--- config.mk ---
export PLATFORM = sky130hd
export DESIGN_NAME = histo_scroll_top
export DESIGN_NICKNAME = d
export VERILOG_FILES = /design/src/histo_pkg.sv /design/src/hist_if.sv /design/src/scan_if.sv /design/src/sample_history.sv /design/src/raster_scanner.sv /design/src/bar_painter.sv /design/src/histo_scroll_top.sv
export SDC_FILE = /design/constraint.sdc
export NUM_CORES = 1
export LEC_CHECK = 0
export BUFFER_PORTS_ARGS = -buffer_cell sky130_fd_sc_hd__buf_2
export CORE_MARGIN = 3
export CORE_UTILIZATION = 50
export DETAILED_ROUTE_END_ITERATION = 12
export GPL_TIMING_DRIVEN = 0
export PLACE_DENSITY = 0.73
export SKIP_LAST_GASP = 1
export SLEW_MARGIN = 25
export SYNTH_ARGS = -nofsm -noshare
export SYNTH_HDL_FRONTEND = slang
export SYNTH_SLANG_ARGS = --single-unit
--- constraint.sdc ---
create_clock -name clk -period 5.65 [get_ports clk]
set_input_delay 0.565 -clock clk [delete_from_list [all_inputs] [get_ports clk]]
set_output_delay 0.565 -clock clk [all_outputs]
set_load 0.03 [all_outputs]
--- src/histo_pkg.sv ---
package histo_pkg;

    ////////////////////////////////////////////////////////////
    // Sample side.
    ////////////////////////////////////////////////////////////

    // One photon pulse count.
    localparam int SAMPLE_W = 16;

    ////////////////////////////////////////////////////////////
    // GRAM side.
    ////////////////////////////////////////////////////////////

    localparam int GRAM_ADDR_W  = 24;                       // Pixel address.
    localparam int PIXEL_W      = 16;                       // RGB565.
    localparam int BURST_PIXELS = 4;                        // Pixels per write.
    localparam int BURST_W      = PIXEL_W * BURST_PIXELS;   // Pixel 0 in low bits.

    // Palette, RGB565.
    localparam logic [PIXEL_W-1:0] COLOR_BAR        = 16'hF81F;   // Pink.
    localparam logic [PIXEL_W-1:0] COLOR_BACKGROUND = 16'h0000;   // Black.

endpackage : histo_pkg

--- src/hist_if.sv ---
`timescale 1ns/1ps

// Link between the sample ring and the bar painter.
interface hist_if;
    import histo_pkg::*;

    logic                frame_start;   // One-cycle pulse, redraw begins.
    logic [SAMPLE_W-1:0] sample;        // Sample for the current row.
    logic                next;          // Advance read pointer one slot.
    logic                busy;          // Redraw in progress.

    // Ring buffer side.
    modport history (
        output frame_start,
        output sample,
        input  next,
        input  busy
    );

    // Painter side.
    modport painter (
        input  frame_start,
        input  sample,
        output next,
        output busy
    );

endinterface : hist_if

--- src/scan_if.sv ---
`timescale 1ns/1ps

// Link between the raster scanner and the bar painter.
interface scan_if;
    import histo_pkg::*;

    logic                   restart;        // Back to row 0, burst 0.
    logic                   step;           // Advance one burst.
    logic [GRAM_ADDR_W-1:0] burst_addr;     // First pixel of the burst.
    // Offset in sample units, compared against the bar length.
    logic [SAMPLE_W-1:0]    burst_offset;
    logic                   row_end;        // Last burst of a row.
    logic                   frame_end;      // Last burst of last row.

    modport scanner (
        input  restart,
        input  step,
        output burst_addr,
        output burst_offset,
        output row_end,
        output frame_end
    );

    modport painter (
        output restart,
        output step,
        input  burst_addr,
        input  burst_offset,
        input  row_end,
        input  frame_end
    );

endinterface : scan_if

--- src/sample_history.sv ---
`timescale 1ns/1ps

module sample_history #(
    parameter int N_POINTS = 16
) (
    input  logic                          clk,
    input  logic                          rst_n,
    input  logic                          sample_valid,
    input  logic [histo_pkg::SAMPLE_W-1:0] sample,
    hist_if.history                       hist
);
    import histo_pkg::*;

    localparam int PTR_W = (N_POINTS > 1) ? $clog2(N_POINTS) : 1;

    ////////////////////////////////////////////////////////////
    // Storage and pointers.
    ////////////////////////////////////////////////////////////

    logic [SAMPLE_W-1:0] slot [N_POINTS];   // Flop ring, oldest at wr_head.
    logic [PTR_W-1:0]    wr_head;           // Next slot to overwrite.
    logic [PTR_W-1:0]    wr_head_nxt;
    logic [PTR_W-1:0]    rd_ptr;            // Slot shown to the painter.
    logic                pending;           // One redraw owed.
    logic                start_now;

    // Ring increment with wrap.
    function automatic logic [PTR_W-1:0] ring_inc(input logic [PTR_W-1:0] p);
        ring_inc = (p == PTR_W'(N_POINTS - 1)) ? '0 : p + 1'b1;
    endfunction

    always_comb begin
        wr_head_nxt = sample_valid ? ring_inc(wr_head) : wr_head;
    end

    // Frame_start counts as busy, painter sees it one cycle late.
    always_comb begin
        start_now = !hist.busy && !hist.frame_start && (sample_valid || pending);
    end

    ////////////////////////////////////////////////////////////
    // Sample write, also during a redraw.
    ////////////////////////////////////////////////////////////

    always_ff @(posedge clk or negedge rst_n) begin
        if (!rst_n) begin
            for (int i = 0; i < N_POINTS; i++) begin
                slot[i] <= '0;                          // Empty history.
            end
        end else if (sample_valid) begin
            slot[wr_head] <= sample;
        end
    end

    ////////////////////////////////////////////////////////////
    // Head, read pointer, frame trigger.
    ////////////////////////////////////////////////////////////

    always_ff @(posedge clk or negedge rst_n) begin
        if (!rst_n) begin
            wr_head          <= '0;
            rd_ptr           <= '0;
            pending          <= 1'b0;
            hist.frame_start <= 1'b0;
        end else begin
            wr_head          <= wr_head_nxt;
            hist.frame_start <= start_now;              // One-cycle pulse.
            // Collapse any number of late samples into one redraw.
            if (start_now) begin
                pending <= 1'b0;
            end else if (sample_valid) begin
                pending <= 1'b1;
            end
            // Oldest sample sits at the new head.
            if (start_now) begin
                rd_ptr <= wr_head_nxt;
            end else if (hist.next) begin
                rd_ptr <= ring_inc(rd_ptr);
            end
        end
    end

    assign hist.sample = slot[rd_ptr];                  // Valid cycle after move.

endmodule : sample_history

--- src/raster_scanner.sv ---
`timescale 1ns/1ps

module raster_scanner #(
    parameter int N_POINTS    = 16,
    parameter int BAR_PIXELS  = 32,
    parameter int LINE_PIXELS = 64,
    parameter int GRAM_ORIGIN = 100
) (
    input  logic clk,
    input  logic rst_n,
    scan_if.scanner scan
);
    import histo_pkg::*;

    localparam int ROW_W = (N_POINTS > 1) ? $clog2(N_POINTS) : 1;

    // Offset of the last burst in a row.
    localparam logic [SAMPLE_W-1:0] LAST_OFFSET = SAMPLE_W'(BAR_PIXELS - BURST_PIXELS);
    localparam logic [ROW_W-1:0]    LAST_ROW    = ROW_W'(N_POINTS - 1);

    logic [ROW_W-1:0]       row_cnt;    // Plot row, 0 is oldest.
    logic [SAMPLE_W-1:0]    offset;     // Pixel offset in row.
    logic [GRAM_ADDR_W-1:0] row_base;   // First pixel of row.
    logic                   row_end;
    logic                   frame_end;

    assign row_end   = (offset == LAST_OFFSET);
    assign frame_end = row_end && (row_cnt == LAST_ROW);

    ////////////////////////////////////////////////////////////
    // Burst walk.
    ////////////////////////////////////////////////////////////

    always_ff @(posedge clk or negedge rst_n) begin
        if (!rst_n) begin
            row_cnt  <= '0;
            offset   <= '0;
            row_base <= GRAM_ADDR_W'(GRAM_ORIGIN);
        end else if (scan.restart) begin
            row_cnt  <= '0;
            offset   <= '0;
            row_base <= GRAM_ADDR_W'(GRAM_ORIGIN);
        end else if (scan.step) begin
            if (!row_end) begin
                offset <= offset + SAMPLE_W'(BURST_PIXELS);   // Next 4 pixels.
            end else begin
                offset <= '0;
                if (frame_end) begin
                    // Back to top of plot.
                    row_cnt  <= '0;
                    row_base <= GRAM_ADDR_W'(GRAM_ORIGIN);
                end else begin
                    row_cnt  <= row_cnt + 1'b1;
                    row_base <= row_base + GRAM_ADDR_W'(LINE_PIXELS);   // Line stride.
                end
            end
        end
    end

    assign scan.burst_addr   = row_base + GRAM_ADDR_W'(offset);
    assign scan.burst_offset = offset;
    assign scan.row_end      = row_end;
    assign scan.frame_end    = frame_end;

endmodule : raster_scanner

--- src/bar_painter.sv ---
`timescale 1ns/1ps

module bar_painter #(
    parameter int BAR_PIXELS = 32
) (
    input  logic                             clk,
    input  logic                             rst_n,
    input  logic [1:0]                       gain_shift,
    hist_if.painter                          hist,
    scan_if.painter                          scan,
    output logic                             gram_wr_req,
    output logic [histo_pkg::GRAM_ADDR_W-1:0] gram_wr_addr,
    output logic [histo_pkg::BURST_W-1:0]     gram_wr_data,
    input  logic                             gram_wr_done,
    output logic                             frame_done,
    output logic [histo_pkg::SAMPLE_W-1:0]    frame_max,
    output logic [histo_pkg::SAMPLE_W-1:0]    frame_min
);
    import histo_pkg::*;

    // FSM state codes.
    localparam logic [2:0] ST_IDLE  = 3'd0;   // Waiting for frame_start.
    localparam logic [2:0] ST_ROW   = 3'd1;   // Latch sample, bar length.
    localparam logic [2:0] ST_LOAD  = 3'd2;   // Present a burst.
    localparam logic [2:0] ST_WRITE = 3'd3;   // Hold request until done.
    localparam logic [2:0] ST_WAIT  = 3'd4;   // Read pointer settles.

    localparam logic [SAMPLE_W-1:0] BAR_MAX   = SAMPLE_W'(BAR_PIXELS);
    localparam logic [SAMPLE_W-1:0] BURST_TOP = SAMPLE_W'(BURST_PIXELS - 1);

    logic [2:0]          state;
    logic [SAMPLE_W-1:0] bar_len;       // Pixels of bar in this row.
    logic [SAMPLE_W-1:0] run_max;       // Extremes so far this frame.
    logic [SAMPLE_W-1:0] run_min;
    logic [SAMPLE_W-1:0] shifted;
    logic [SAMPLE_W-1:0] clipped;
    logic                fill_bar;

    ////////////////////////////////////////////////////////////
    // Scale, clip, colour decision.
    ////////////////////////////////////////////////////////////

    always_comb begin
        shifted  = hist.sample >> gain_shift;               // Divide by 1,2,4,8.
        clipped  = (shifted > BAR_MAX) ? BAR_MAX : shifted;
        // Whole burst inside the bar, else background.
        fill_bar = (scan.burst_offset + BURST_TOP) < bar_len;
    end

    assign scan.restart = (state == ST_IDLE) && hist.frame_start;
    assign scan.step    = (state == ST_WRITE) && gram_wr_done;
    assign hist.next    = scan.step && scan.row_end && !scan.frame_end;

    ////////////////////////////////////////////////////////////
    // Control.
    ////////////////////////////////////////////////////////////

    always_ff @(posedge clk or negedge rst_n) begin
        if (!rst_n) begin
            state       <= ST_IDLE;
            gram_wr_req <= 1'b0;
            hist.busy   <= 1'b0;
            frame_done  <= 1'b0;
            frame_max   <= '0;
            frame_min   <= '1;
            run_max     <= '0;
            run_min     <= '1;
        end else begin
            frame_done <= 1'b0;                             // Pulse.
            case (state)
                ST_IDLE: begin
                    if (hist.frame_start) begin
                        hist.busy <= 1'b1;
                        run_max   <= '0;
                        run_min   <= '1;
                        state     <= ST_ROW;
                    end
                end
                ST_ROW: begin
                    // Fold the raw count, not the scaled one.
                    if (hist.sample > run_max) run_max <= hist.sample;
                    if (hist.sample < run_min) run_min <= hist.sample;
                    state <= ST_LOAD;
                end
                ST_LOAD: begin
                    gram_wr_req <= 1'b1;
                    state       <= ST_WRITE;
                end
                ST_WRITE: begin
                    if (gram_wr_done) begin
                        gram_wr_req <= 1'b0;                // Drop after done.
                        if (scan.frame_end) begin
                            frame_done <= 1'b1;
                            frame_max  <= run_max;
                            frame_min  <= run_min;
                            hist.busy  <= 1'b0;
                            state      <= ST_IDLE;
                        end else if (scan.row_end) begin
                            state <= ST_WAIT;
                        end else begin
                            state <= ST_LOAD;
                        end
                    end
                end
                ST_WAIT: state <= ST_ROW;                   // New sample valid.
                default: state <= ST_IDLE;
            endcase
        end
    end

    ////////////////////////////////////////////////////////////
    // Payload.
    ////////////////////////////////////////////////////////////

    always_ff @(posedge clk) begin
        if (state == ST_ROW) begin
            bar_len <= clipped;                             // Gain taken per row.
        end
        if (state == ST_LOAD) begin
            gram_wr_addr <= scan.burst_addr;
            gram_wr_data <= fill_bar ? {BURST_PIXELS{COLOR_BAR}}
                                     : {BURST_PIXELS{COLOR_BACKGROUND}};
        end
    end

endmodule : bar_painter

--- src/histo_scroll_top.sv ---
`timescale 1ns/1ps

module histo_scroll_top #(
    parameter int N_POINTS    = 16,     // Plot rows.
    parameter int BAR_PIXELS  = 32,     // Bar line width, multiple of 4.
    parameter int LINE_PIXELS = 64,     // GRAM line stride.
    parameter int GRAM_ORIGIN = 100     // First plot pixel.
) (
    input  logic                             clk,
    input  logic                             rst_n,
    // New pulse count.
    input  logic                             sample_valid,
    input  logic [histo_pkg::SAMPLE_W-1:0]    sample,
    input  logic [1:0]                       gain_shift,
    // GRAM write port.
    output logic                             gram_wr_req,
    output logic [histo_pkg::GRAM_ADDR_W-1:0] gram_wr_addr,
    output logic [histo_pkg::BURST_W-1:0]     gram_wr_data,
    input  logic                             gram_wr_done,
    // Per-frame window statistics.
    output logic                             frame_done,
    output logic [histo_pkg::SAMPLE_W-1:0]    frame_max,
    output logic [histo_pkg::SAMPLE_W-1:0]    frame_min
);

    hist_if u_hist_if ();
    scan_if u_scan_if ();

    // History ring.
    sample_history #(
        .N_POINTS     (N_POINTS)
    ) u_sample_history (
        .clk          (clk),
        .rst_n        (rst_n),
        .sample_valid (sample_valid),
        .sample       (sample),
        .hist         (u_hist_if.history)
    );

    // Burst address walk.
    raster_scanner #(
        .N_POINTS    (N_POINTS),
        .BAR_PIXELS  (BAR_PIXELS),
        .LINE_PIXELS (LINE_PIXELS),
        .GRAM_ORIGIN (GRAM_ORIGIN)
    ) u_raster_scanner (
        .clk         (clk),
        .rst_n       (rst_n),
        .scan        (u_scan_if.scanner)
    );

    // Combines both into GRAM writes.
    bar_painter #(
        .BAR_PIXELS   (BAR_PIXELS)
    ) u_bar_painter (
        .clk          (clk),
        .rst_n        (rst_n),
        .gain_shift   (gain_shift),
        .hist         (u_hist_if.painter),
        .scan         (u_scan_if.painter),
        .gram_wr_req  (gram_wr_req),
        .gram_wr_addr (gram_wr_addr),
        .gram_wr_data (gram_wr_data),
        .gram_wr_done (gram_wr_done),
        .frame_done   (frame_done),
        .frame_max    (frame_max),
        .frame_min    (frame_min)
    );

endmodule : histo_scroll_top

==> out/qor.json, run 1 <==
{
  "report.power.total": {"value": 11600, "unit": "uW"},
  "setup.worst_path.end": {"value": "u_bar_painter.run_max[5]"},
  "detailed_place.area": {"value": 0.0222, "unit": "mm2"},
  "endpoint_kind": {"value": "flop"},
  "run_status": {"value": "finished clean"},
  "cts-root-buf": {"value": "clkbuf_16"},
  "final.min_clock_period": {"value": 5290, "unit": "ps"},
  "grt_pass1_wl": {"value": 76800, "unit": "um"},
  "floorplan.core_area": {"value": 0.0403, "unit": "mm2"},
  "slew_headroom": {"value": 25.0, "unit": "%"},
  "hold_viol": {"value": 0},
  "synth-seq-area-share": {"value": 50.7, "unit": "%"},
  "critPathLaunchType": {"value": "flop"},
  "final_nets": {"value": 1904},
  "critical_path_required": {"value": 6130, "unit": "ps"},
  "portBuffers": {"value": 117},
  "worstReg2RegEnd": {"value": "u_bar_painter.run_max[5]"},
  "cts.htree.levels": {"value": 2},
  "muxShareOfSynthArea": {"value": 25.9, "unit": "%"},
  "static-leakage-power": {"value": 0.0107, "unit": "uW"},
  "area_delta_synth_final": {"value": 14.2, "unit": "%"},
  "gp_congestion": {"value": 0.852},
  "n_antenna_cell": {"value": 0},
  "startpoint": {"value": "u_sample_history.rd_ptr[2]"},
  "timing.critical_path.arrival": {"value": 5770, "unit": "ps"},
  "yosys.area_share.simple": {"value": 7.08, "unit": "%"},
  "grt_overflow": {"value": 0},
  "dr_total_vias": {"value": 13400},
  "grt_setup_unrepaired": {"value": "no"},
  "timing_worst_setup_path_type": {"value": "reg -> reg"},
  "gate_count_of_the_mapped_netlist": {"value": 1611},
  "drt_first_pass_iters": {"value": 7},
  "synth_enable_flop_cells": {"value": 37},
  "cts.repair.resized": {"value": 0},
  "post_synthesis_instance_area": {"value": 0.0207, "unit": "mm2"},
  "clk_latency": {"value": 580, "unit": "ps"},
  "first_global_vias": {"value": 13800},
  "path_clk_slew": {"value": 60, "unit": "ps"},
  "final-max-slew-violation-count": {"value": 0},
  "worstRegToRegCells": {"value": 15},
  "final_layout_size_suffix_gt1_share": {"value": 37.1, "unit": "%"},
  "detail_route.iter0.violations": {"value": 904},
  "worst_slew_pin_slew": {"value": 1090, "unit": "ps"},
  "max_freq": {"value": 189, "unit": "MHz"},
  "routed_wire_length": {"value": 48700, "unit": "um"},
  "power.density": {"value": 493, "unit": "mW/mm2"},
  "layout.cell_area.non_filler": {"value": 0.0236, "unit": "mm2"},
  "total_die_area": {"value": 0.0439, "unit": "mm2"},
  "syn-mean-instance-area": {"value": 12.8, "unit": "um2"},
  "start_util": {"value": 51.4, "unit": "%"},
  "gr-usage-all-layers": {"value": 22.1, "unit": "%"},
  "timing.clock.skew": {"value": 37.2, "unit": "ps"},
  "cts_max_path_buffers": {"value": 3},
  "postSynth.asyncResetShare": {"value": 91.0, "unit": "%"},
  "routed_via_density": {"value": 5.64},
  "tritoncts_num_sinks": {"value": 410},
  "yosys_register_bits": {"value": 410},
  "place_hpwl": {"value": 34000, "unit": "um"},
  "fillCellCount": {"value": 3144},
  "grt_start_max_net_pins": {"value": 98},
  "grt_antenna_before_repair": {"value": 2},
  "synth-compound-area-share": {"value": 5.26, "unit": "%"},
  "crit-reg2reg-launch": {"value": "u_sample_history.rd_ptr[2]"},
  "fin_util": {"value": 58.6, "unit": "%"},
  "yosys_most_used_dff": {"value": "dfrtp_1"},
  "synthTopCellsByArea": {"value": "dfrtp_1 (41%), mux2_2 (16%), mux4_2 (6.3%)"},
  "yosys_warnings": {"value": 0},
  "post-route-drc-count": {"value": 0},
  "floorplan.die.width": {"value": 209, "unit": "um"},
  "critPathMaxFanout": {"value": 10},
  "rows": {"value": 73},
  "timing.final.setup_violations": {"value": 0},
  "post_synth_xor_area_fraction": {"value": 1.40, "unit": "%"},
  "routed_wire_length_per_instance": {"value": 20.5, "unit": "um"},
  "synth_top_area_share": {"value": 41.0, "unit": "%"},
  "vdd.ir_drop.worst": {"value": 0.000274, "unit": "V"},
  "io-pin-count": {"value": 144},
  "tritoncts": {"value": "yes"},
  "synth_largest_area_cell": {"value": "dfrtp_1"},
  "hold_path.class": {"value": "in -> reg"},
  "synth.lib_cells_used.distinct": {"value": 78},
  "cap_viol_max_count": {"value": 0},
  "cts_buffers": {"value": 44},
  "drt.antenna.violating_nets": {"value": 0},
  "r2r_setup_slack": {"value": 360, "unit": "ps"},
  "post_synth_fa_ha_maj_area_fraction": {"value": 3.99, "unit": "%"},
  "post-route-period-util": {"value": 93.7, "unit": "%"},
  "fp.dieH": {"value": 209, "unit": "um"},
  "synth_top_family_by_area": {"value": "multiplexers"}
}
-- cell usage after synthesis, types with 7 or more instances --
master / n
o21a_1: 10
or3_1: 8
buf_2: 10
mux2_2: 300
and2_1: 7
a21oi_1: 30
nor2_1: 100
clkbuf_1: 76
inv_1: 57
nand2_1: 70
edfxtp_1: 37
mux4_2: 58
dfstp_2: 34
nand3_1: 26
a31oi_1: 10
xor2_1: 21
xnor2_1: 12
a21o_1: 13
mux2i_1: 49
dfrtp_1: 339
o21ai_0: 37
nor3_1: 15
ha_1: 66
buf_4: 68
and3_1: 12
nor2b_1: 17
nand4_1: 15
-- cells by family (layout without fill, tap and decap cells) --
family	Yosys count	in the layout
compound gates	156	156
flops	410	410
xor+xnor	33	33
mux	415	415
other cells	1	36
buf+inv	227	431
fa+ha+maj	66	66
simple gates	303	303
-- repair_timing --
item	in CTS	in global routing
setup buffers	0	0
hold buffers	1	0
endpoints found under the hold margin	39	0
-- critical path, stage by stage (launching register included) --
cell	delay, ps
dfrtp_1	330
buf_2	270
buf_6	240
buf_2	370
buf_2	400
buf_1	640
mux2i_1	210
o21ai_1	580
ha_1	370
nand4_1	90
nor2_1	80
a31oi_1	170
nor2_1	60
a31oi_1	690
buf_2	440
mux2i_1	250
-- layout make-up --
cell class | instances | area [um2] | share of cell area (%)
Tap cell | 525 | 657 | 2.78
Sequential cell | 410 | 10500 | 44.4
Timing Repair Buffer | 124 | 738 | 3.12
Buffer | 166 | 950 | 4.02
Clock inverter | 15 | 143 | 0.604
Inverter | 61 | 229 | 0.969
Multi-Input combinational cell | 1009 | 9170 | 38.8
Clock buffer | 65 | 1250 | 5.29
-- cells in the final DEF, fill, tap and decap left out, types with 12 or more instances in the layout --
cell type | netlist | routed
nor3_1 | 15 | 14
edfxtp_1 | 37 | 37
ha_1 | 66 | 66
mux2i_1 | 49 | 49
and3_1 | 12 | 12
nand4_1 | 15 | 15
o21ai_0 | 37 | 37
xor2_1 | 21 | 21
clkbuf_16 | 0 | 44
nand2_1 | 70 | 70
dfstp_2 | 34 | 34
a21oi_1 | 30 | 30
conb_1 | 1 | 36
buf_4 | 68 | 69
xnor2_1 | 12 | 12
inv_1 | 57 | 57
mux2_2 | 300 | 300
nor2_1 | 100 | 100
buf_2 | 10 | 126
dfrtp_1 | 339 | 339
mux4_2 | 58 | 58
nor2b_1 | 17 | 16
clkbuf_1 | 76 | 88
a21o_1 | 13 | 13
nand3_1 | 26 | 26
-- how the worst min path moves through the flow --
| stage | from | end | slack, ps | cells past startpoint |
|---|---|---|---|---|
| after global placement | u_bar_painter.gram_wr_req | u_bar_painter.gram_wr_req | 470 | 1 |
| final | gram_wr_done | u_bar_painter.state[0] | 240 | 2 |
| after CTS | gram_wr_done | u_bar_painter.state[0] | 200 | 2 |
| after floorplan | rst_n | u_bar_painter.frame_done | 270 | 0 |
| after detailed placement | rst_n | u_sample_history.slot[26] | 480 | 1 |
| after global routing | gram_wr_done | u_bar_painter.state[0] | 230 | 2 |
-- flip-flops by register name, summed over array words and instances (netlist names) --
| signal | count |
|---|---|
| u_bar_painter.state | 3 |
| u_bar_painter.run_max | 16 |
| u_bar_painter.gram_wr_addr | 22 |
| u_bar_painter.frame_done | 1 |
| u_bar_painter.frame_min | 16 |
| u_sample_history.hist.frame_start | 1 |
| u_raster_scanner.row_base | 19 |
| u_sample_history.rd_ptr | 4 |
| u_bar_painter.run_min | 16 |
| u_sample_history.pending | 1 |
| u_raster_scanner.row_cnt | 4 |
| u_bar_painter.bar_len | 14 |
| u_sample_history.wr_head | 4 |
| u_bar_painter.gram_wr_data | 1 |
| u_raster_scanner.scan.burst_offset | 14 |
| u_bar_painter.frame_max | 16 |
| u_sample_history.slot | 256 |
| u_bar_painter.gram_wr_req | 1 |
| u_bar_painter.hist.busy | 1 |
-- metrics by stage --
| stage | worst slack [ps] | instances | setup TNS (ps) | hold WS, ps |
|---|---|---|---|---|
| after floorplan | 1740 | 1646 | 0 | 269 |
| after global placement | -2950 | 2288 | -1003860 | 470 |
| after detailed placement | 448 | 2293 | 0 | 475 |
| after CTS | 399 | 2374 | 0 | 204 |
| after global routing | 103 | 2375 | 0 | 231 |
| final | 357 | 2375 | 0 | 237 |
-- power breakdown --
part | total (uW) | switching [uW] | leakage, uW | internal [uW]
logic | 4130 | 2080 | 0.00498 | 2050
registers | 4720 | 592 | 0.00502 | 4120
clock network | 2800 | 1170 | 0.000688 | 1630
total | 11600 | 3840 | 0.0107 | 7800
-- layer usage --
metal	global-route usage, %	routed length [um]	up-vias
met5	0	25	-
met4	6.19	1190	4
met3	4.74	2970	84
met2	37.1	23600	364
met1	29.4	20900	6823
li1	-	-	6117
No activity file was read; power rests on OpenSTA's default activity.
==> inputs of run 2 (changes only) <==
--- a/config.mk
+++ b/config.mk
@@ -7,10 +7,10 @@
 export LEC_CHECK = 0
 export BUFFER_PORTS_ARGS = -buffer_cell sky130_fd_sc_hd__buf_2
 export CORE_MARGIN = 3
-export CORE_UTILIZATION = 50
+export CORE_UTILIZATION = 60
 export DETAILED_ROUTE_END_ITERATION = 12
 export GPL_TIMING_DRIVEN = 0
-export PLACE_DENSITY = 0.73
+export PLACE_DENSITY = 0.84
 export SKIP_LAST_GASP = 1
 export SLEW_MARGIN = 25
 export SYNTH_ARGS = -nofsm -noshare
==> run 2 against run 1 <==
Combinational power about the same. Routed wire length increased by 0.53%. First-iteration DRC count increased by 9.7%. Sequential power increased by 0.8%. Die area decreased by 16%. Clock-buffer cell count unchanged. Register-to-register slack improved by 100 ps. Maximum frequency increased by 1.9%. Largest cell class unchanged. Largest power group unchanged.
==> out/qor.json, run 2 (same netlist as run 1, synthesis figures left out) <==
{
  "timing.clock.skew": {"value": 18.3, "unit": "ps", "change": "-18.8 ps"},
  "detail_route.iter0.violations": {"value": 992, "change": "+9.7%"},
  "layout.cell_area.non_filler": {"value": 0.0235, "unit": "mm2", "change": "-0.54%"},
  "start_util": {"value": 61.2, "unit": "%", "change": "+9.9 points"},
  "power.density": {"value": 496, "unit": "mW/mm2", "change": "+0.66%"},
  "post-route-drc-count": {"value": 0, "change": "unchanged"},
  "regMostFlops": {"value": "u_sample_history.slot"},
  "cts-root-buf": {"value": "clkbuf_16"},
  "worstRegToRegCells": {"value": 15, "change": "unchanged"},
  "cts.htree.levels": {"value": 2, "change": "unchanged"},
  "crit-reg2reg-launch": {"value": "u_sample_history.rd_ptr[2]"},
  "min_delay_startpoint": {"value": "gram_wr_done"},
  "clk_latency": {"value": 550, "unit": "ps", "change": "-30 ps"},
  "post-route-period-util": {"value": 91.9, "unit": "%", "change": "-1.8 points"},
  "timing_worst_setup_path_type": {"value": "reg -> reg"},
  "final-max-slew-violation-count": {"value": 0, "change": "unchanged"},
  "max_stage_delay": {"value": 660, "unit": "ps", "change": "-30 ps"},
  "grt_antenna_before_repair": {"value": 1, "change": "-1"},
  "cts.repair.resized": {"value": 0, "change": "unchanged"},
  "final.min_clock_period": {"value": 5190, "unit": "ps", "change": "-100 ps"},
  "grt_start_max_net_pins": {"value": 100, "change": "+2.0%"},
  "timing.critical_path.arrival": {"value": 5640, "unit": "ps", "change": "-130 ps"},
  "grt_overflow": {"value": 0, "change": "unchanged"},
  "timing.final.setup_violations": {"value": 0, "change": "unchanged"},
  "r2r_setup_slack": {"value": 460, "unit": "ps", "change": "+100 ps"},
  "worstReg2RegEnd": {"value": "u_bar_painter.run_max[11]"},
  "mostFrequentLayoutCell": {"value": "dfrtp_1"},
  "slew_headroom": {"value": 28.2, "unit": "%", "change": "+3.1 points"},
  "hold_path.class": {"value": "in -> reg"},
  "vdd.ir_drop.worst": {"value": 0.000300, "unit": "V", "change": "+9.6%"},
  "area_delta_synth_final": {"value": 13.6, "unit": "%"},
  "critical_path_required": {"value": 6100, "unit": "ps", "change": "-30 ps"},
  "grt_setup_unrepaired": {"value": "no"},
  "fp.dieH": {"value": 192, "unit": "um", "change": "-8.5%"},
  "largestRegisters": {"value": "u_sample_history.slot (256), u_bar_painter.gram_wr_addr (22), u_raster_scanner.row_base (19)"},
  "crit_path_frequent_cell": {"value": "buf_2"},
  "hold_viol": {"value": 0, "change": "unchanged"},
  "report.power.total": {"value": 11700, "unit": "uW", "change": "+0.12%"},
  "drt_first_pass_iters": {"value": 7, "change": "unchanged"},
  "crit_path_slowest_cell": {"value": "a31oi_1"},
  "flip_flop_count_of_the_largest_register_after_layout": {"value": 256, "change": "unchanged"},
  "setup-tns-final": {"value": 0, "unit": "ps", "change": "unchanged"},
  "io-pin-count": {"value": 144, "change": "unchanged"},
  "max_freq": {"value": 193, "unit": "MHz", "change": "+1.9%"},
  "first_global_vias": {"value": 13900, "change": "+0.85%"},
  "path_clk_slew": {"value": 60, "unit": "ps", "change": "about the same"},
  "detailed_place.area": {"value": 0.0221, "unit": "mm2", "change": "-0.44%"},
  "critPathMaxFanout": {"value": 10, "change": "unchanged"},
  "rows": {"value": 67, "change": "-8.2%"},
  "dr_total_vias": {"value": 13800, "change": "+3.3%"},
  "grt_pass1_wl": {"value": 77000, "unit": "um", "change": "+0.25%"},
  "routed_via_density": {"value": 6.03, "change": "+6.9%"},
  "routed_wire_length": {"value": 49000, "unit": "um", "change": "+0.53%"},
  "place_hpwl": {"value": 33500, "unit": "um", "change": "-1.5%"},
  "portBuffers": {"value": 117, "change": "unchanged"},
  "cts_max_path_buffers": {"value": 3, "change": "unchanged"},
  "cts_buffers": {"value": 42, "change": "-4.5%"},
  "critPathLaunchType": {"value": "flop"},
  "fillCellCount": {"value": 2202, "change": "-30%"},
  "endpoint_kind": {"value": "flop"},
  "static-leakage-power": {"value": 0.0107, "unit": "uW", "change": "-0.24%"},
  "final_layout_size_suffix_gt1_share": {"value": 36.8, "unit": "%", "change": "-0.30 points"},
  "tritoncts": {"value": "yes"},
  "critPathTopFamily": {"value": "buffers and inverters"},
  "total_die_area": {"value": 0.0367, "unit": "mm2", "change": "-16%"},
  "startpoint": {"value": "u_sample_history.rd_ptr[2]"},
  "gp_congestion": {"value": 0.873, "change": "+2.4%"},
  "hold_end": {"value": "u_bar_painter.state[0]"},
  "floorplan.die.width": {"value": 192, "unit": "um", "change": "-8.5%"},
  "worst_slew_pin_slew": {"value": 1050, "unit": "ps", "change": "-45.4 ps"},
  "holdPathStages": {"value": 2, "change": "unchanged"},
  "routed_wire_length_per_instance": {"value": 21.4, "unit": "um", "change": "+4.0%"},
  "drt.antenna.violating_nets": {"value": 0, "change": "unchanged"},
  "cap_viol_max_count": {"value": 0, "change": "unchanged"},
  "tritoncts_num_sinks": {"value": 410, "change": "unchanged"},
  "floorplan.core_area": {"value": 0.0338, "unit": "mm2", "change": "-16%"},
  "worstPathBufferInverterCount": {"value": 6, "change": "unchanged"},
  "final_nets": {"value": 1902, "change": "-0.11%"},
  "run_status": {"value": "finished clean"},
  "sequence_of_cells_on_the_critical_path": {"value": "buf_2 -> buf_6 -> buf_2 -> buf_2 -> buf_1 -> mux2i_1 -> o21ai_1 -> ha_1 -> nand4_1 -> nor2_1 -> a31oi_1 -> nor2_1 -> a31oi_1 -> buf_2 -> mux2i_1"},
  "gr-usage-all-layers": {"value": 26.8, "unit": "%", "change": "+4.7 points"},
  "final_cell_mix": {"value": "dfrtp_1 (339), mux2_2 (300), buf_2 (126)"}
}
## run 2: cell count changes in the layout (fill, tap and decap cells not counted), sizes merged
cell	delta
clkinv	-5
bufinv	+1
diode	+1
## run 2: per-layer routing
metal	up-vias	global-route usage (%)	wire, um
met5	-	0	11
met4	2	9.74	1830
met2	589	44.4	23700
met3	150	4.84	3660
li1	6114	-	-
met1	6975	35.8	19800
## run 2: what timing repair did
item,CTS,global route
setup endpoints to repair,0,0
endpoints found under the hold margin,41,0
hold buffers,1,0
buffers inserted,0,0
## run 2: final cells by class
| class | instances | area (um2) | share of cell area (%) |
|---|---|---|---|
| timing repair buffer | 124 | 734 | 3.13 |
| clock inverter | 11 | 135 | 0.575 |
| antenna | 1 | 2.50 | 0.0107 |
| sequential | 410 | 10500 | 44.6 |
| buffer | 166 | 948 | 4.04 |
| inverter | 61 | 229 | 0.975 |
| clock buffer | 65 | 1230 | 5.23 |
| tap | 448 | 561 | 2.39 |
| multi-input combinational | 1009 | 9170 | 39.0 |
## run 2: stage by stage
stage,instances,utilization [%],hold WS [ps],setup slack (ps)
finish,2295,69.5,286,457
global placement,2211,65.0,456,-2840
CTS,2293,69.5,261,521
global route,2294,69.5,295,243
detailed placement,2216,65.4,461,542
floorplan,1646,-,269,1740
## run 2: report_power, final
group          internal, uW  total [uW]  switching (uW)
combinational          2050        4150            2100
clock                  1630        2760            1120
sequential             4120        4760             633
## run 2: worst register-to-register path, delay by kind of cell, from the launching register on
family / cells / cell delay (ps)
AOI/OAI and AO/OA: 3 / 1360
buffers and inverters: 6 / 2390
DFF: 1 / 310
adders and majority gates: 1 / 360
muxes: 2 / 460
and+or+nand+nor: 3 / 220
## run 2: worst max-delay path by stage
stage	depth (start not counted)	slack, ps	end
2_1_floorplan	16	1740	u_bar_painter.run_max[10]
3_3_place_gp	1	-2840	u_raster_scanner.row_base[13]
3_5_place_dp	15	540	u_bar_painter.run_max[11]
4_1_cts	15	520	u_bar_painter.run_max[11]
5_1_grt	15	240	u_bar_painter.run_max[6]
6_report	15	460	u_bar_painter.run_max[11]
==> inputs of run 3 (changes only) <==
--- a/config.mk
+++ b/config.mk
@@ -8,6 +8,7 @@
 export BUFFER_PORTS_ARGS = -buffer_cell sky130_fd_sc_hd__buf_2
 export CORE_MARGIN = 3
 export CORE_UTILIZATION = 60
+export CTS_BUF_LIST = sky130_fd_sc_hd__clkbuf_4
 export DETAILED_ROUTE_END_ITERATION = 12
 export GPL_TIMING_DRIVEN = 0
 export PLACE_DENSITY = 0.84
==> run 3 against run 2 <==
Die area unchanged. Register-to-register slack worse by 40 ps. First-iteration DRC count up 22%. Worst setup slack worse by 36 ps. Non-clock buffer count up 1. Global-route usage down 0.39 points. Sequential cell count unchanged. Clock power down 6%. Worst hold slack worse by 210 ps. Routed wire length down 1.8%.
==> out/qor.json, run 3 (same netlist as run 1, synthesis figures left out) <==
{
  "grt_pass1_wl": {"value": 75800, "unit": "um", "change": "-1.5%"},
  "hold_viol": {"value": 0, "change": "unchanged"},
  "start_util": {"value": 61.2, "unit": "%", "change": "unchanged"},
  "clk_latency": {"value": 810, "unit": "ps", "change": "+260 ps"},
  "post-route-drc-count": {"value": 0, "change": "unchanged"},
  "floorplan.core_area": {"value": 0.0338, "unit": "mm2", "change": "unchanged"},
  "place.detailed.instances": {"value": 2216, "change": "unchanged"},
  "total_die_area": {"value": 0.0367, "unit": "mm2", "change": "unchanged"},
  "routed_via_density": {"value": 5.86, "change": "-2.7%"},
  "slew_headroom": {"value": 28.2, "unit": "%", "change": "about the same"},
  "critPathLaunchType": {"value": "flop"},
  "gp_congestion": {"value": 0.873, "change": "unchanged"},
  "clockPowerShare": {"value": 22.8, "unit": "%", "change": "-0.8 points"},
  "endpoint_kind": {"value": "flop"},
  "static-leakage-power": {"value": 0.0108, "unit": "uW", "change": "+1.5%"},
  "max_freq": {"value": 191, "unit": "MHz", "change": "-0.68%"},
  "sequence_of_cells_on_the_critical_path": {"value": "buf_2 -> buf_6 -> buf_2 -> buf_2 -> mux4_2 -> mux2i_1 -> a21oi_1 -> ha_1 -> nor2b_1 -> o21a_1 -> o21ai_0 -> a21oi_1 -> o31ai_1 -> a31oi_1 -> buf_2 -> mux2i_1"},
  "grt_setup_unrepaired": {"value": "no"},
  "timing.final.ws_setup": {"value": 421, "unit": "ps", "change": "-35.6 ps"},
  "final-max-slew-violation-count": {"value": 0, "change": "unchanged"},
  "switching_power_share_of_the_total": {"value": 33.8, "unit": "%", "change": "+0.76 points"},
  "path_clk_slew": {"value": 80, "unit": "ps", "change": "+20 ps"},
  "detail_route.iter0.violations": {"value": 1206, "change": "+22%"},
  "critPathTopFamily": {"value": "buffers and inverters"},
  "final_layout_size_suffix_gt1_share": {"value": 40.5, "unit": "%", "change": "+3.7 points"},
  "cts-hold-fix-buffers": {"value": 2, "change": "+1"},
  "io-pin-count": {"value": 144, "change": "unchanged"},
  "crit_path_slowest_cell": {"value": "a31oi_1"},
  "mostFrequentLayoutCell": {"value": "dfrtp_1"},
  "critical_path_required": {"value": 6360, "unit": "ps", "change": "+260 ps"},
  "regMostFlops": {"value": "u_sample_history.slot"},
  "cts_max_path_buffers": {"value": 3, "change": "unchanged"},
  "crit_path_frequent_cell": {"value": "buf_2"},
  "critPathMaxFanout": {"value": 10, "change": "unchanged"},
  "p_sw": {"value": 3870, "unit": "uW", "change": "+0.39%"},
  "pre_cts_slack": {"value": 542, "unit": "ps", "change": "unchanged"},
  "register_share_of_total_power": {"value": 41.3, "unit": "%", "change": "+0.5 points"},
  "finish.cell_count_without_fillers": {"value": 2406, "change": "+4.8%"},
  "dr_total_vias": {"value": 14100, "change": "+2.0%"},
  "rows": {"value": 67, "change": "unchanged"},
  "timing.clock.skew": {"value": 62.2, "unit": "ps", "change": "+43.8 ps"},
  "cap_viol_max_count": {"value": 0, "change": "unchanged"},
  "run_status": {"value": "finished clean"},
  "final_nets": {"value": 1963, "change": "+3.2%"},
  "final.min_clock_period": {"value": 5230, "unit": "ps", "change": "+35.6 ps"},
  "worst_slew_pin_slew": {"value": 1080, "unit": "ps", "change": "+29.9 ps"},
  "area_delta_synth_final": {"value": 13.7, "unit": "%"},
  "drt.antenna.violating_nets": {"value": 0, "change": "unchanged"},
  "power.density": {"value": 487, "unit": "mW/mm2", "change": "-2.0%"},
  "timing.final.setup_violations": {"value": 0, "change": "unchanged"},
  "floorplan.die.width": {"value": 192, "unit": "um", "change": "unchanged"},
  "tritoncts_num_sinks": {"value": 410, "change": "unchanged"},
  "cts_buffers": {"value": 102, "change": "+140%"},
  "grt_overflow": {"value": 0, "change": "unchanged"},
  "largestRegisters": {"value": "u_sample_history.slot (256), u_bar_painter.gram_wr_addr (22), u_raster_scanner.row_base (19)"},
  "flip_flop_count_of_the_largest_register_after_layout": {"value": 256, "change": "unchanged"},
  "cts.repair_timing.setup_buffer_count": {"value": 0, "change": "unchanged"},
  "intPower": {"value": 7580, "unit": "uW", "change": "-3.0%"},
  "final_cell_mix": {"value": "dfrtp_1 (339), mux2_2 (300), clkbuf_4 (165)"},
  "cts.htree.levels": {"value": 3, "change": "+1"},
  "setup-tns-final": {"value": 0, "unit": "ps", "change": "unchanged"},
  "timing.critical_path.arrival": {"value": 5930, "unit": "ps", "change": "+290 ps"},
  "fillCellCount": {"value": 2282, "change": "+3.6%"},
  "routed_wire_length_per_instance": {"value": 20.0, "unit": "um", "change": "-6.3%"},
  "fp.dieH": {"value": 192, "unit": "um", "change": "unchanged"},
  "routed_wire_length": {"value": 48100, "unit": "um", "change": "-1.8%"},
  "cts.repair.resized": {"value": 0, "change": "unchanged"},
  "timing_worst_setup_path_type": {"value": "reg -> reg"},
  "drt_first_pass_iters": {"value": 5, "change": "-2"},
  "comb_power_share": {"value": 35.9, "unit": "%", "change": "+0.3 points"},
  "grt_start_max_net_pins": {"value": 100, "change": "unchanged"},
  "max_stage_delay": {"value": 750, "unit": "ps", "change": "+90 ps"},
  "post-route-period-util": {"value": 92.5, "unit": "%", "change": "+0.63 points"},
  "gr-usage-all-layers": {"value": 26.4, "unit": "%", "change": "-0.39 points"},
  "grt_antenna_before_repair": {"value": 3, "change": "+2"},
  "worstPathBufferInverterCount": {"value": 5, "change": "-1"},
  "vdd.ir_drop.worst": {"value": 0.000250, "unit": "V", "change": "-17%"},
  "hold_path.class": {"value": "in -> reg"},
  "cts-root-buf": {"value": "clkbuf_4"},
  "portBuffers": {"value": 117, "change": "unchanged"},
  "first_global_vias": {"value": 14300, "change": "+2.8%"},
  "tritoncts": {"value": "yes"},
  "place_hpwl": {"value": 33500, "unit": "um", "change": "unchanged"}
}
run 3: cell types whose count changed in the layout (fill, tap and decap cells not counted):
cell and change:
clkbuf_4 +165, clkbuf_16 -43, clkbuf_1 -15, clkinv_1 +10, clkbuf_8 -7, clkinv_2 -3, diode_2 +3, bufinv_16 -1
clkinv_4 +1, dlygate4sd3_1 +1, inv_2 +1, inv_6 -1
run 3: final timing paths:
| kind | start | to | slack (ps) | cells past startpoint |
|---|---|---|---|---|
| max in group asynchronous | rst_n | u_sample_history.slot[194] | 4290 | 4 |
| max reg2reg | u_sample_history.rd_ptr[2] | u_bar_painter.run_max[11] | 420 | 16 |
| max | u_sample_history.rd_ptr[2] | u_bar_painter.run_max[11] | 420 | 16 |
| min | sample[12] | u_sample_history.slot[204] | 80 | 2 |
| min reg2reg | u_bar_painter.gram_wr_req | u_bar_painter.gram_wr_req | 480 | 1 |
| min in group asynchronous | rst_n | u_sample_history.slot[106] | 270 | 2 |
run 3: metal layers:
| metal | part of all wire (%) | GRT usage, % | up-vias | wire [um] |
|---|---|---|---|---|
| li1 | - | - | 6304 | - |
| met1 | 41 | 34.6 | 7065 | 19600 |
| met2 | 48 | 42.4 | 600 | 23100 |
| met3 | 7.9 | 6.81 | 137 | 3790 |
| met4 | 3.3 | 10.8 | 2 | 1600 |
| met5 | 0.027 | 0 | - | 13 |
run 3: worst register-to-register path, stage by stage (launching register included):
cell and delay, ps:
dfrtp_1 310, buf_2 290, buf_6 250, buf_2 370, buf_2 420, mux4_2 370
mux2i_1 500, a21oi_1 290, ha_1 350, nor2b_1 120, o21a_1 110, o21ai_0 80
a21oi_1 150, o31ai_1 90, a31oi_1 750, buf_2 440, mux2i_1 250
run 3: power by group through the flow:
stage	logic, uW	registers (uW)	clock network, uW
floorplan	3010	4640	0
global placement	3870	4660	0
detailed placement	4070	4750	0
CTS	4100	4700	2640
global route	4470	4820	2810
finish	4110	4730	2600
run 3: per-stage QoR:
step	utilization, %	area, um2	hold WS [ps]	power, uW
floorplan	-	20800	269	7650
global placement	65.0	22000	456	8530
detailed placement	65.4	22100	461	8820
CTS	69.6	23500	46.1	11400
global route	69.6	23500	50.1	12100
finish	69.6	23500	80.5	11400
run 3: cell type report:
| type | count | area (um2) | share of cell area (%) |
|---|---|---|---|
| well taps | 448 | 561 | 2.38 |
| diodes | 4 | 10.0 | 0.0426 |
| multi-input cells | 1009 | 9170 | 39.0 |
| repair buffers | 125 | 744 | 3.17 |
| flip-flops and latches | 410 | 10500 | 44.6 |
| clock buffers | 165 | 1240 | 5.27 |
| inverters | 61 | 229 | 0.974 |
| plain buffers | 166 | 948 | 4.03 |
| clock inverters | 18 | 131 | 0.559 |
